==> src/hdl/read_write_pkg.sv <==
/*
 * Sizes shared by the read engine
 * Memory packet, kernel descriptor and configuration record types
 * Job phase encoding for the control FSM
 */
package read_write_pkg;

    // ----------------------------------------------------------------------
    // Sizes
    // ----------------------------------------------------------------------
    localparam int addr_width = 32;
    localparam int data_width = 32;

    // Consumer tag carried by every memory packet
    typedef logic module_id_t;

    localparam module_id_t config_module_id = 1'b0;
    localparam module_id_t data_module_id   = 1'b1;

    // ----------------------------------------------------------------------
    // Packets and descriptor
    // ----------------------------------------------------------------------
    // Same layout for memory requests, memory responses and engine requests
    typedef struct packed {
        logic                  valid;
        logic [addr_width-1:0] address;
        logic [data_width-1:0] data;
        module_id_t            module_id;
    } mem_packet_t;

    // Job start strobe, points at the first configuration word
    typedef struct packed {
        logic                  valid;
        logic [addr_width-1:0] config_base;
    } descriptor_t;

    // Word select from the low address bits of a config response
    typedef enum logic [1:0] {
        cfg_index_start = 2'd0,
        cfg_count       = 2'd1,
        cfg_stride      = 2'd2
    } config_word_sel_t;

    typedef struct packed {
        logic [addr_width-1:0] index_start;
        logic [data_width-1:0] count;
        logic [addr_width-1:0] stride;
    } read_config_t;

    // Control FSM states
    typedef enum logic [2:0] {
        phase_idle   = 3'd0,
        phase_config = 3'd1,
        phase_run    = 3'd2,
        phase_drain  = 3'd3,
        phase_done   = 3'd4
    } phase_t;

endpackage

==> src/hdl/config_store.sv <==
`timescale 1ns/100ps
/*
 * Configuration store
 * Captures start index, count and stride from config responses
 */
module config_store (
    input  logic                         ap_clk,
    input  logic                         areset_read_write_engine,
    input  logic                         clear,
    input  read_write_pkg::mem_packet_t  response_in,
    output read_write_pkg::read_config_t read_config,
    output logic                         cfg_complete
);
    import read_write_pkg::*;

    config_word_sel_t sel;
    logic [2:0]       received;

    // Word offset from the config base, base assumed aligned to four words
    assign sel = config_word_sel_t'(response_in.address[1:0]);

    // Mask of fields received in this job
    always_ff @(posedge ap_clk) begin
        if (areset_read_write_engine || clear) begin
            received <= '0;
        end else if (response_in.valid) begin
            case (sel)
                cfg_index_start: received[0] <= 1'b1;
                cfg_count:       received[1] <= 1'b1;
                cfg_stride:      received[2] <= 1'b1;
                default:         received    <= received;
            endcase
        end
    end

    // Field registers
    always_ff @(posedge ap_clk) begin
        if (response_in.valid) begin
            case (sel)
                cfg_index_start: read_config.index_start <= addr_width'(response_in.data);
                cfg_count:       read_config.count       <= response_in.data;
                cfg_stride:      read_config.stride      <= addr_width'(response_in.data);
                default:         read_config             <= read_config;
            endcase
        end
    end

    // All three words in
    assign cfg_complete = &received;

endmodule

==> src/hdl/engine_read_write.sv <==
`timescale 1ns/100ps
/*
 * Read engine top level
 * Input, reset and output registers around control and datapath
 */
module engine_read_write #(
    parameter int fifo_depth = 16
) (
    input  logic                        ap_clk,
    input  logic                        areset,
    input  read_write_pkg::descriptor_t descriptor_in,
    input  read_write_pkg::mem_packet_t response_memory_in,
    output logic                        response_memory_ready,
    output read_write_pkg::mem_packet_t request_memory_out,
    input  logic                        request_memory_ready,
    output read_write_pkg::mem_packet_t request_engine_out,
    input  logic                        request_engine_ready,
    output logic                        done_out
);
    import read_write_pkg::*;

    logic                  areset_read_write_engine;
    descriptor_t           descriptor_reg;
    mem_packet_t           response_memory_reg;
    logic                  request_memory_ready_reg;
    logic                  request_engine_ready_reg;
    logic [addr_width-1:0] config_base;
    logic                  between_jobs;
    phase_t                phase;
    read_config_t          read_config;
    logic                  cfg_complete, all_issued, all_forwarded, control_done;
    mem_packet_t           config_packet, data_packet, response_head;
    mem_packet_t           generator_request, request_head, engine_request;
    logic                  router_ready, response_full, response_empty, response_pop;
    logic                  request_full, request_empty;

    // ----------------------------------------------------------------------
    // Reset and input registers
    // ----------------------------------------------------------------------
    always_ff @(posedge ap_clk) begin
        areset_read_write_engine <= areset;
    end

    always_ff @(posedge ap_clk) begin
        if (areset_read_write_engine) begin
            descriptor_reg.valid      <= 1'b0;
            response_memory_reg.valid <= 1'b0;
            request_memory_ready_reg  <= 1'b0;
            request_engine_ready_reg  <= 1'b0;
        end else begin
            descriptor_reg.valid      <= descriptor_in.valid;
            response_memory_reg.valid <= response_memory_in.valid;
            request_memory_ready_reg  <= request_memory_ready;
            request_engine_ready_reg  <= request_engine_ready;
        end
    end

    always_ff @(posedge ap_clk) begin
        descriptor_reg.config_base    <= descriptor_in.config_base;
        response_memory_reg.address   <= response_memory_in.address;
        response_memory_reg.data      <= response_memory_in.data;
        response_memory_reg.module_id <= response_memory_in.module_id;
    end

    // Config base held for the whole job
    assign between_jobs = (phase == phase_idle) || (phase == phase_done);

    always_ff @(posedge ap_clk) begin
        if (descriptor_reg.valid && between_jobs) begin
            config_base <= descriptor_reg.config_base;
        end
    end

    // ----------------------------------------------------------------------
    // Control and datapath
    // ----------------------------------------------------------------------
    read_write_control u_control (
        .ap_clk                  (ap_clk),
        .areset_read_write_engine(areset_read_write_engine),
        .descriptor_valid        (descriptor_reg.valid),
        .cfg_complete            (cfg_complete),
        .all_issued              (all_issued),
        .all_forwarded           (all_forwarded),
        .queues_empty            (request_empty && response_empty),
        .phase                   (phase),
        .done_out                (control_done)
    );

    response_router u_router (
        .ap_clk                  (ap_clk),
        .areset_read_write_engine(areset_read_write_engine),
        .response_in             (response_memory_reg),
        .data_full               (response_full),
        .config_out              (config_packet),
        .data_out                (data_packet),
        .response_ready          (router_ready)
    );

    // Mask cleared between jobs
    config_store u_config_store (
        .ap_clk                  (ap_clk),
        .areset_read_write_engine(areset_read_write_engine),
        .clear                   (between_jobs),
        .response_in             (config_packet),
        .read_config             (read_config),
        .cfg_complete            (cfg_complete)
    );

    // Data responses waiting for the engine
    packet_fifo #(
        .fifo_depth(fifo_depth),
        .payload_t (mem_packet_t)
    ) u_response_fifo (
        .ap_clk                  (ap_clk),
        .areset_read_write_engine(areset_read_write_engine),
        .push                    (data_packet.valid),
        .push_data               (data_packet),
        .pop                     (response_pop),
        .pop_data                (response_head),
        .full                    (response_full),
        .empty                   (response_empty)
    );

    request_generator u_generator (
        .ap_clk                  (ap_clk),
        .areset_read_write_engine(areset_read_write_engine),
        .phase                   (phase),
        .config_base             (config_base),
        .read_config             (read_config),
        .request_out             (generator_request),
        .request_full            (request_full),
        .response_in             (response_head),
        .response_empty          (response_empty),
        .response_pop            (response_pop),
        .engine_request_out      (engine_request),
        .engine_ready            (request_engine_ready_reg),
        .all_issued              (all_issued),
        .all_forwarded           (all_forwarded)
    );

    // Memory requests waiting for memory ready
    packet_fifo #(
        .fifo_depth(fifo_depth),
        .payload_t (mem_packet_t)
    ) u_request_fifo (
        .ap_clk                  (ap_clk),
        .areset_read_write_engine(areset_read_write_engine),
        .push                    (generator_request.valid),
        .push_data               (generator_request),
        .pop                     (request_memory_ready_reg),
        .pop_data                (request_head),
        .full                    (request_full),
        .empty                   (request_empty)
    );

    // ----------------------------------------------------------------------
    // Output registers
    // ----------------------------------------------------------------------
    always_ff @(posedge ap_clk) begin
        if (areset_read_write_engine) begin
            request_memory_out.valid <= 1'b0;
            request_engine_out.valid <= 1'b0;
            response_memory_ready    <= 1'b0;
            done_out                 <= 1'b0;
        end else begin
            request_memory_out.valid <= request_memory_ready_reg && !request_empty;
            request_engine_out.valid <= engine_request.valid;
            response_memory_ready    <= router_ready;
            done_out                 <= control_done;
        end
    end

    always_ff @(posedge ap_clk) begin
        request_memory_out.address   <= request_head.address;
        request_memory_out.data      <= request_head.data;
        request_memory_out.module_id <= request_head.module_id;
        request_engine_out.address   <= engine_request.address;
        request_engine_out.data      <= engine_request.data;
        request_engine_out.module_id <= engine_request.module_id;
    end

endmodule

==> src/hdl/packet_fifo.sv <==
`timescale 1ns/100ps
/*
 * Synchronous FIFO for any packed payload
 * Circular buffer with occupancy count, head visible on pop_data
 */
module packet_fifo #(
    parameter int  fifo_depth = 16,
    parameter type payload_t  = logic
) (
    input  logic     ap_clk,
    input  logic     areset_read_write_engine,
    input  logic     push,
    input  payload_t push_data,
    input  logic     pop,
    output payload_t pop_data,
    output logic     full,
    output logic     empty
);

    // Slots kept free for packets already in flight when full rises
    localparam int reserve   = 4;
    localparam int ptr_width = $clog2(fifo_depth);
    localparam int cnt_width = $clog2(fifo_depth + 1);

    payload_t             mem [fifo_depth];
    logic [ptr_width-1:0] wr_ptr;
    logic [ptr_width-1:0] rd_ptr;
    logic [cnt_width-1:0] count;
    logic                 do_push;
    logic                 do_pop;

    // Wrap at the depth, not at the pointer width
    function automatic logic [ptr_width-1:0] next_ptr(input logic [ptr_width-1:0] ptr);
        next_ptr = (ptr == ptr_width'(fifo_depth - 1)) ? '0 : ptr + 1'b1;
    endfunction

    // Writes into the reserve are still accepted
    assign do_push  = push && (count < cnt_width'(fifo_depth));
    assign do_pop   = pop && !empty;
    assign empty    = (count == '0);
    assign full     = (count >= cnt_width'(fifo_depth - reserve));
    assign pop_data = mem[rd_ptr];

    // Storage
    always_ff @(posedge ap_clk) begin
        if (do_push) begin
            mem[wr_ptr] <= push_data;
        end
    end

    // Pointers and occupancy
    always_ff @(posedge ap_clk) begin
        if (areset_read_write_engine) begin
            wr_ptr <= '0;
            rd_ptr <= '0;
            count  <= '0;
        end else begin
            if (do_push) begin
                wr_ptr <= next_ptr(wr_ptr);
            end
            if (do_pop) begin
                rd_ptr <= next_ptr(rd_ptr);
            end
            case ({do_push, do_pop})
                2'b10:   count <= count + 1'b1;
                2'b01:   count <= count - 1'b1;
                default: count <= count;
            endcase
        end
    end

endmodule

==> src/hdl/read_write_control.sv <==
`timescale 1ns/100ps
/*
 * Job control FSM
 * Idle, config, run, drain and done phases, plus the done flag
 */
module read_write_control (
    input  logic                   ap_clk,
    input  logic                   areset_read_write_engine,
    input  logic                   descriptor_valid,
    input  logic                   cfg_complete,
    input  logic                   all_issued,
    input  logic                   all_forwarded,
    input  logic                   queues_empty,
    output read_write_pkg::phase_t phase,
    output logic                   done_out
);
    import read_write_pkg::*;

    phase_t phase_next;
    logic   start;

    // Descriptors only count between jobs
    assign start = descriptor_valid && ((phase == phase_idle) || (phase == phase_done));

    // ----------------------------------------------------------------------
    // Next phase
    // ----------------------------------------------------------------------
    always_comb begin
        phase_next = phase;
        case (phase)
            phase_idle, phase_done: begin
                if (start) phase_next = phase_config;
            end
            phase_config: begin
                if (cfg_complete) phase_next = phase_run;
            end
            phase_run: begin
                if (all_issued) phase_next = phase_drain;
            end
            phase_drain: begin
                if (all_forwarded && queues_empty) phase_next = phase_done;
            end
            default: phase_next = phase_idle;
        endcase
    end

    // State and done flag
    always_ff @(posedge ap_clk) begin
        if (areset_read_write_engine) begin
            phase    <= phase_idle;
            done_out <= 1'b0;
        end else begin
            phase <= phase_next;
            if (start) begin
                done_out <= 1'b0;
            end else if ((phase == phase_drain) && (phase_next == phase_done)) begin
                done_out <= 1'b1;
            end
        end
    end

endmodule

==> src/hdl/request_generator.sv <==
`timescale 1ns/100ps
/*
 * Request generator
 * Config reads, strided data reads, forwarding of data to the engine
 * Counters for issued and forwarded items
 */
module request_generator (
    input  logic                                  ap_clk,
    input  logic                                  areset_read_write_engine,
    input  read_write_pkg::phase_t                phase,
    input  logic [read_write_pkg::addr_width-1:0] config_base,
    input  read_write_pkg::read_config_t          read_config,
    output read_write_pkg::mem_packet_t           request_out,
    input  logic                                  request_full,
    input  read_write_pkg::mem_packet_t           response_in,
    input  logic                                  response_empty,
    output logic                                  response_pop,
    output read_write_pkg::mem_packet_t           engine_request_out,
    input  logic                                  engine_ready,
    output logic                                  all_issued,
    output logic                                  all_forwarded
);
    import read_write_pkg::*;

    logic [1:0]            cfg_issued;
    logic [data_width-1:0] data_issued;
    logic [data_width-1:0] forwarded;
    logic [addr_width-1:0] data_addr;
    logic                  cfg_req;
    logic                  data_req;

    // ----------------------------------------------------------------------
    // Memory requests
    // ----------------------------------------------------------------------
    // Three config reads, then one read per item, both held off by a full queue
    assign cfg_req  = (phase == phase_config) && (cfg_issued != 2'd3) && !request_full;
    assign data_req = (phase == phase_run) && !all_issued && !request_full;

    always_comb begin
        request_out.valid     = cfg_req || data_req;
        request_out.address   = cfg_req ? config_base + addr_width'(cfg_issued) : data_addr;
        request_out.data      = '0;
        request_out.module_id = cfg_req ? config_module_id : data_module_id;
    end

    // ----------------------------------------------------------------------
    // Engine forwarding
    // ----------------------------------------------------------------------
    // Queue head goes straight out, same address and data
    assign response_pop = engine_ready && !response_empty;

    always_comb begin
        engine_request_out       = response_in;
        engine_request_out.valid = response_pop;
    end

    assign all_issued    = (data_issued == read_config.count);
    assign all_forwarded = (forwarded == read_config.count);

    // Counters, restarted for every job
    always_ff @(posedge ap_clk) begin
        if (areset_read_write_engine) begin
            cfg_issued  <= '0;
            data_issued <= '0;
            forwarded   <= '0;
        end else begin
            if (phase != phase_config) begin
                cfg_issued <= '0;
            end else if (cfg_req) begin
                cfg_issued <= cfg_issued + 1'b1;
            end
            if (phase == phase_config) begin
                data_issued <= '0;
                forwarded   <= '0;
            end else begin
                if (data_req) begin
                    data_issued <= data_issued + 1'b1;
                end
                if (response_pop) begin
                    forwarded <= forwarded + 1'b1;
                end
            end
        end
    end

    // Running data address, loaded while the config arrives
    always_ff @(posedge ap_clk) begin
        if (phase == phase_config) begin
            data_addr <= read_config.index_start;
        end else if (data_req) begin
            data_addr <= data_addr + read_config.stride;
        end
    end

endmodule

==> src/hdl/response_router.sv <==
`timescale 1ns/100ps
/*
 * Memory response router
 * Registers each response and steers it by module tag
 */
module response_router (
    input  logic                        ap_clk,
    input  logic                        areset_read_write_engine,
    input  read_write_pkg::mem_packet_t response_in,
    input  logic                        data_full,
    output read_write_pkg::mem_packet_t config_out,
    output read_write_pkg::mem_packet_t data_out,
    output logic                        response_ready
);
    import read_write_pkg::*;

    mem_packet_t response_reg;

    // Response valid
    always_ff @(posedge ap_clk) begin
        if (areset_read_write_engine) begin
            response_reg.valid <= 1'b0;
        end else begin
            response_reg.valid <= response_in.valid;
        end
    end

    // Response payload
    always_ff @(posedge ap_clk) begin
        response_reg.address   <= response_in.address;
        response_reg.data      <= response_in.data;
        response_reg.module_id <= response_in.module_id;
    end

    // ----------------------------------------------------------------------
    // Steering
    // ----------------------------------------------------------------------
    always_comb begin
        config_out       = response_reg;
        data_out         = response_reg;
        config_out.valid = response_reg.valid && (response_reg.module_id == config_module_id);
        data_out.valid   = response_reg.valid && (response_reg.module_id == data_module_id);
    end

    // Memory may send while the data queue has room
    assign response_ready = !data_full;

endmodule

==> config.mk <==
export PLATFORM = sky130hd
export DESIGN_NAME = engine_read_write
export DESIGN_NICKNAME = d
export VERILOG_FILES = /design/src/hdl/read_write_pkg.sv /design/src/hdl/config_store.sv /design/src/hdl/engine_read_write.sv /design/src/hdl/packet_fifo.sv /design/src/hdl/read_write_control.sv /design/src/hdl/request_generator.sv /design/src/hdl/response_router.sv
export SDC_FILE = /design/constraint.sdc
export NUM_CORES = 2
export LEC_CHECK = 0
export BUFFER_PORTS_ARGS = -buffer_cell sky130_fd_sc_hd__buf_2
export CAP_MARGIN = 20
export CELL_PAD_IN_SITES_DETAIL_PLACEMENT = 0
export CELL_PAD_IN_SITES_GLOBAL_PLACEMENT = 2
export CORE_MARGIN = 10
export CORE_UTILIZATION = 40
export CTS_CLUSTER_SIZE = 20
export DETAILED_ROUTE_END_ITERATION = 10
export HOLD_SLACK_MARGIN = 0.02
export PLACE_DENSITY = 0.78
export SLEW_MARGIN = 30
export SYNTH_ARGS = -nofsm -noshare
export SYNTH_HDL_FRONTEND = slang
export SYNTH_HIERARCHICAL = 1
export SYNTH_SLANG_ARGS = --single-unit
export TNS_END_PERCENT = 30
==> constraint.sdc <==
create_clock -name ap_clk -period 8.7 [get_ports ap_clk]
set_clock_uncertainty 0.15 [all_clocks]
set_input_delay 0 -clock ap_clk [delete_from_list [all_inputs] [get_ports ap_clk]]
set_output_delay 0 -clock ap_clk [all_outputs]
set_load 0.1 [all_outputs]
* Word-level counts from Yosys, hierarchy flattened
Memories as Yosys holds them, arrays and structs flattened. A register that Yosys moved wholly into a read port is not among the register bits. Index checks and enable logic that the tools add are counted. Widths: inputs -> output; s select.
Storage, ports and cells: logic and storage cells 133, register bits after elaboration 463, output and inout bits 134, memory bits (writable) 1600, bits in latches 0, memories 2, ROM bits 0, bits of input ports 103
Operators by class: eq/ne operators 19, reduce and logical (&&, ||, !) cells 38, muxes and demuxes 19, shifts and indexed selects 0, add/subtract/negate cells 13, divide/modulo/power cells 0, $lt $le $gt $ge 4, bitwise logic cells 1, multiply operators 0
Memories:
- u_response_fifo.mem | words 16, bits a word 66, read ports 1, clocked after memory_dff 1, wr ports 1, RTL line packet_fifo.sv:25 | payload_t mem [fifo_depth];
- u_request_fifo.mem | words 16, bits a word 34, read ports 1, clocked after memory_dff 1, wr ports 1, RTL line packet_fifo.sv:25
Operators with widths (number):
- $mux 32 | 3
- $add 32x1->32 const B | 2
- $eq 32x32->1 | 2
- $add 32x2->32 | 1
- $add 32x32->32 | 1
- $pmux 5 s2 | 2
- $add 4x1->4 const B | 4
- $eq 4x4->1 const B | 4
- $mux 4 | 4
- $logic_and 1x1->1 | 15
- $mux 3 | 4
- $pmux 3 s4 | 1
- $add 5x1->5 const B | 2
- $ge 5x4->1 const B | 2
- $logic_not 5->1 | 2
- $lt 5x5->1 const B | 2
- $sub 5x1->5 const B | 2
- $reduce_or 2->1 | 4
- $eq 2x1->1 const B | 3
- $eq 2x2->1 const B | 3
- $eq 3x2->1 const B | 2
- $eq 3x3->1 const B | 2
- $reduce_and 2->1 | 3
- $reduce_bool 2->1 | 3
- 11 further kinds | 21

* Logic depth before layout (Yosys ltp)
depth after elaboration 8, depth in mapped cells 17, depth with buffers taken out 14

* By module
The synthesis kept the hierarchy.
By module, submodules not included:
- packet_fifo at u_response_fifo | cells an instance 1579, times used 1, area each 40751.6 sq um, sequential area each 32050.7 sq um
- packet_fifo at u_request_fifo | cells an instance 1575, times used 1, area each 40565.2 sq um, sequential area each 32050.7 sq um
- request_generator | cells an instance 1048, times used 1, area each 8185.4 sq um, sequential area each 2282.2 sq um
- engine_read_write | cells an instance 279, times used 1, area each 5759.3 sq um, sequential area each 5685.5 sq um
- config_store | cells an instance 107, times used 1, area each 3005.4 sq um, sequential area each 2942.8 sq um
- response_router | cells an instance 200, times used 1, area each 2323.5 sq um, sequential area each 1321.3 sq um
- read_write_control | cells an instance 20, times used 1, area each 198.9 sq um, sequential area each 80.1 sq um

* Least setup slack after synthesis
No wires, ideal clock.
path type register to register, from reg u_control.phase[0], to mem u_request_fifo/mem[7][0] (netlist name), enable pin, setup slack 0.615 ns, buffers on the path 3, period minus slack after synthesis 8.085 ns, data arrival time 7.364 ns, setup time 0.571 ns, cell stages (with the launch flop) 11, data required time 7.979 ns, path through dfxtp_1 > or3b_2 > clkbuf_1 > nor3_1 > inv_1 > clkbuf_1 > clkbuf_1 > nand2_1 > nor2b_1 > clkinv_1 > nor3_1
RTL lines:
- start: declaration | RTL line read_write_control.sv:14 | output read_write_pkg::phase_t phase,
- start signal: assignment | RTL line read_write_control.sv:50 | phase <= phase_idle;
- start signal: assignment | RTL line read_write_control.sv:53 | phase <= phase_next;
- end: declaration | RTL line packet_fifo.sv:25

==> reports/results.tsv <==
metric	value	unit
die_x	518.4	um
ctsHoldBuffers	214	
status	completed	
r2r_start	u_control/phase[0]	
drive_above_1_share	26.79	%
power.density	236.4	nW/um^2
netlist_area	99370	um^2
grt_pass1_vias	48480	
endpoint_kind	register	
dp_hpwl	122700	um
reg_top3	u_request_fifo/mem x1040, u_response_fifo/mem x1040, u_config_store/read_config x96	
start_util	40.29	%
routabilityCongestion	0.8030	
overflow	0	
worstRegToRegCells	11	
hold_path.startpoint	response_memory_in[48]	
setup.worst_path.start	u_control/phase[0]	
cp.required	9020	ps
die_area	268800	um^2
max-cap-violations	0	
maxSlewViolCount	0	
clk_pin_slew_worst_paths	60	ps
finalWorstSetupSlack	3409	ps
min_path_type	in -> reg	
htree_levels	5	
crit_fanout	80	
path_class	reg -> reg	
routedWlPerCell	25.15	um
clock_latency	910	ps
grt_pass1_wl	327300	um
arrival	5610	ps
fp-row-count	182	
clock.fmax	189.0	MHz
synth_cells	4735	
leakage	36.68	nW
drt-total-wl	220100	um
slew_headroom	33.01	%
core	246600	um^2
cts_buffers	289	
setup_viol	0	
yosys_warnings	6	
cts_setup_buffers	0	
dr.pass1.iters	5	
viasPerCell	5.262	
clock-sinks	2649	
ctsRootBufferMaster	clkbuf_16	
drt_iter0_markers	4102	
start_kind	register	
antenna_found_initial	14	
die_y	518.4	um
holdPathEnd	response_memory_reg[48]	
place_ws	3466	ps
area_growth	15.49	%
period_needed	5291	ps
cts_resized	0	
synth.avg_cell_area	20.99	um^2
vdd_ir_drop_max	0.1941	mV
reg2reg_to	u_request_fifo/mem[2][23]	
finalCritPeriodShare	60.82	%
hold-worst-slack	86.19	ps
io_buffers	236	
grt_setup_unrepaired	false	
grt_max_degree	140	
drtAntennaViolNets	0	
clk_path_buf_depth	4	
post-route-drc-count	0	
layout.nets	5377	
io_pins	237	
vias	46050	
setup_tns	0	ps
hold_depth	3	
cts_tree	yes	
hold_viol_final	0	
grt_util_all_layers	16.08	%
reg2reg_slack	3410	ps
tightestPinTransition	1005	ps
cell usage in the layout (no fill, tap or decap), types with 9 or more instances in the layout:
master            n
a31oi_1           9
nor2_1          133
bufinv_16        21
and3_1           19
clkbuf_1         73
nor4_1           20
dfxtp_1         389
xnor2_1          45
clkinv_1         27
mux4_2          619
xor2_1          138
dfxtp_2          12
nand2_1         134
a21oi_1          92
inv_1            34
nand4_1          22
clkinv_2         46
o21ai_0          74
clkbuf_8         24
nor3_1           28
buf_4            86
dlygate4sd3_1   214
buf_2           236
buf_12           10
or3_1            20
clkbuf_16       297
nor2b_1          20
a21o_1           17
conb_1           32
nand3_1          37
ha_1             52
mux4_1           31
edfxtp_1       2240
nor2_4           12
final cells by class:
cell class,instances,area [um^2]
diodes,6,15.01
multi-input cells,1689,21490
clock inverters,111,1125
inverters,36,135.1
flip-flops and latches,2649,75500
fillers,20330,131900
well taps,3312,4144
clock buffers,394,8036
repair buffers,555,4319
layer usage:
metal	share of wire (%)	wire length [um]	track usage (%)	vias to the layer above
li1	-	-	-	19930
met1	43	93680	21.92	24460
met2	50	109300	26.86	1336
met3	5.3	11740	2.629	321
met4	2.4	5388	4.373	4
met5	0.015	34	0	-
how the worst max path moves through the flow:
stage | end | slack (ps) | cells past startpoint
after CTS | u_request_fifo/mem[2][23] | 3450 | 11
final | u_request_fifo/mem[2][23] | 3410 | 11
after detailed placement | u_request_fifo/mem[2][17] | 3470 | 11
after global placement | u_request_fifo/mem[3][32] | 3540 | 11
after floorplan | u_request_fifo/mem[7][0] | 950 | 10
after global routing | u_request_fifo/mem[0][26] | 3060 | 11
where the power goes:
| group | switching, W | internal [W] | leakage, nW |
|---|---|---|---|
| Sequential | 0.000173 | 0.0140 | 23.6 |
| Combinational | 0.000776 | 0.000417 | 8.60 |
| Clock | 0.00473 | 0.00708 | 4.49 |
worst max-delay path, stage by stage (launching register included):
cell and delay, ps:
dfxtp_1 510, or3b_2 480, buf_4 300, nor3_1 430, inv_2 40, buf_4 360, nand2_1 140, nor2b_1 360
clkinv_1 400, nor3_1 440, and2_4 440, buf_4 780
through the flow:
stage	area, um^2	std cells	power (W)	utilization, %
2_1_floorplan	99490	4766	0.01521	-
3_3_place_gp	103200	8019	0.01550	41.84
3_5_place_dp	103300	8024	0.01552	41.90
4_1_cts	114600	8743	0.02741	46.48
5_1_grt	114700	8747	0.02801	46.53
6_report	114800	8752	0.02713	46.53
Note: power is estimated with default switching activity, not from simulation.
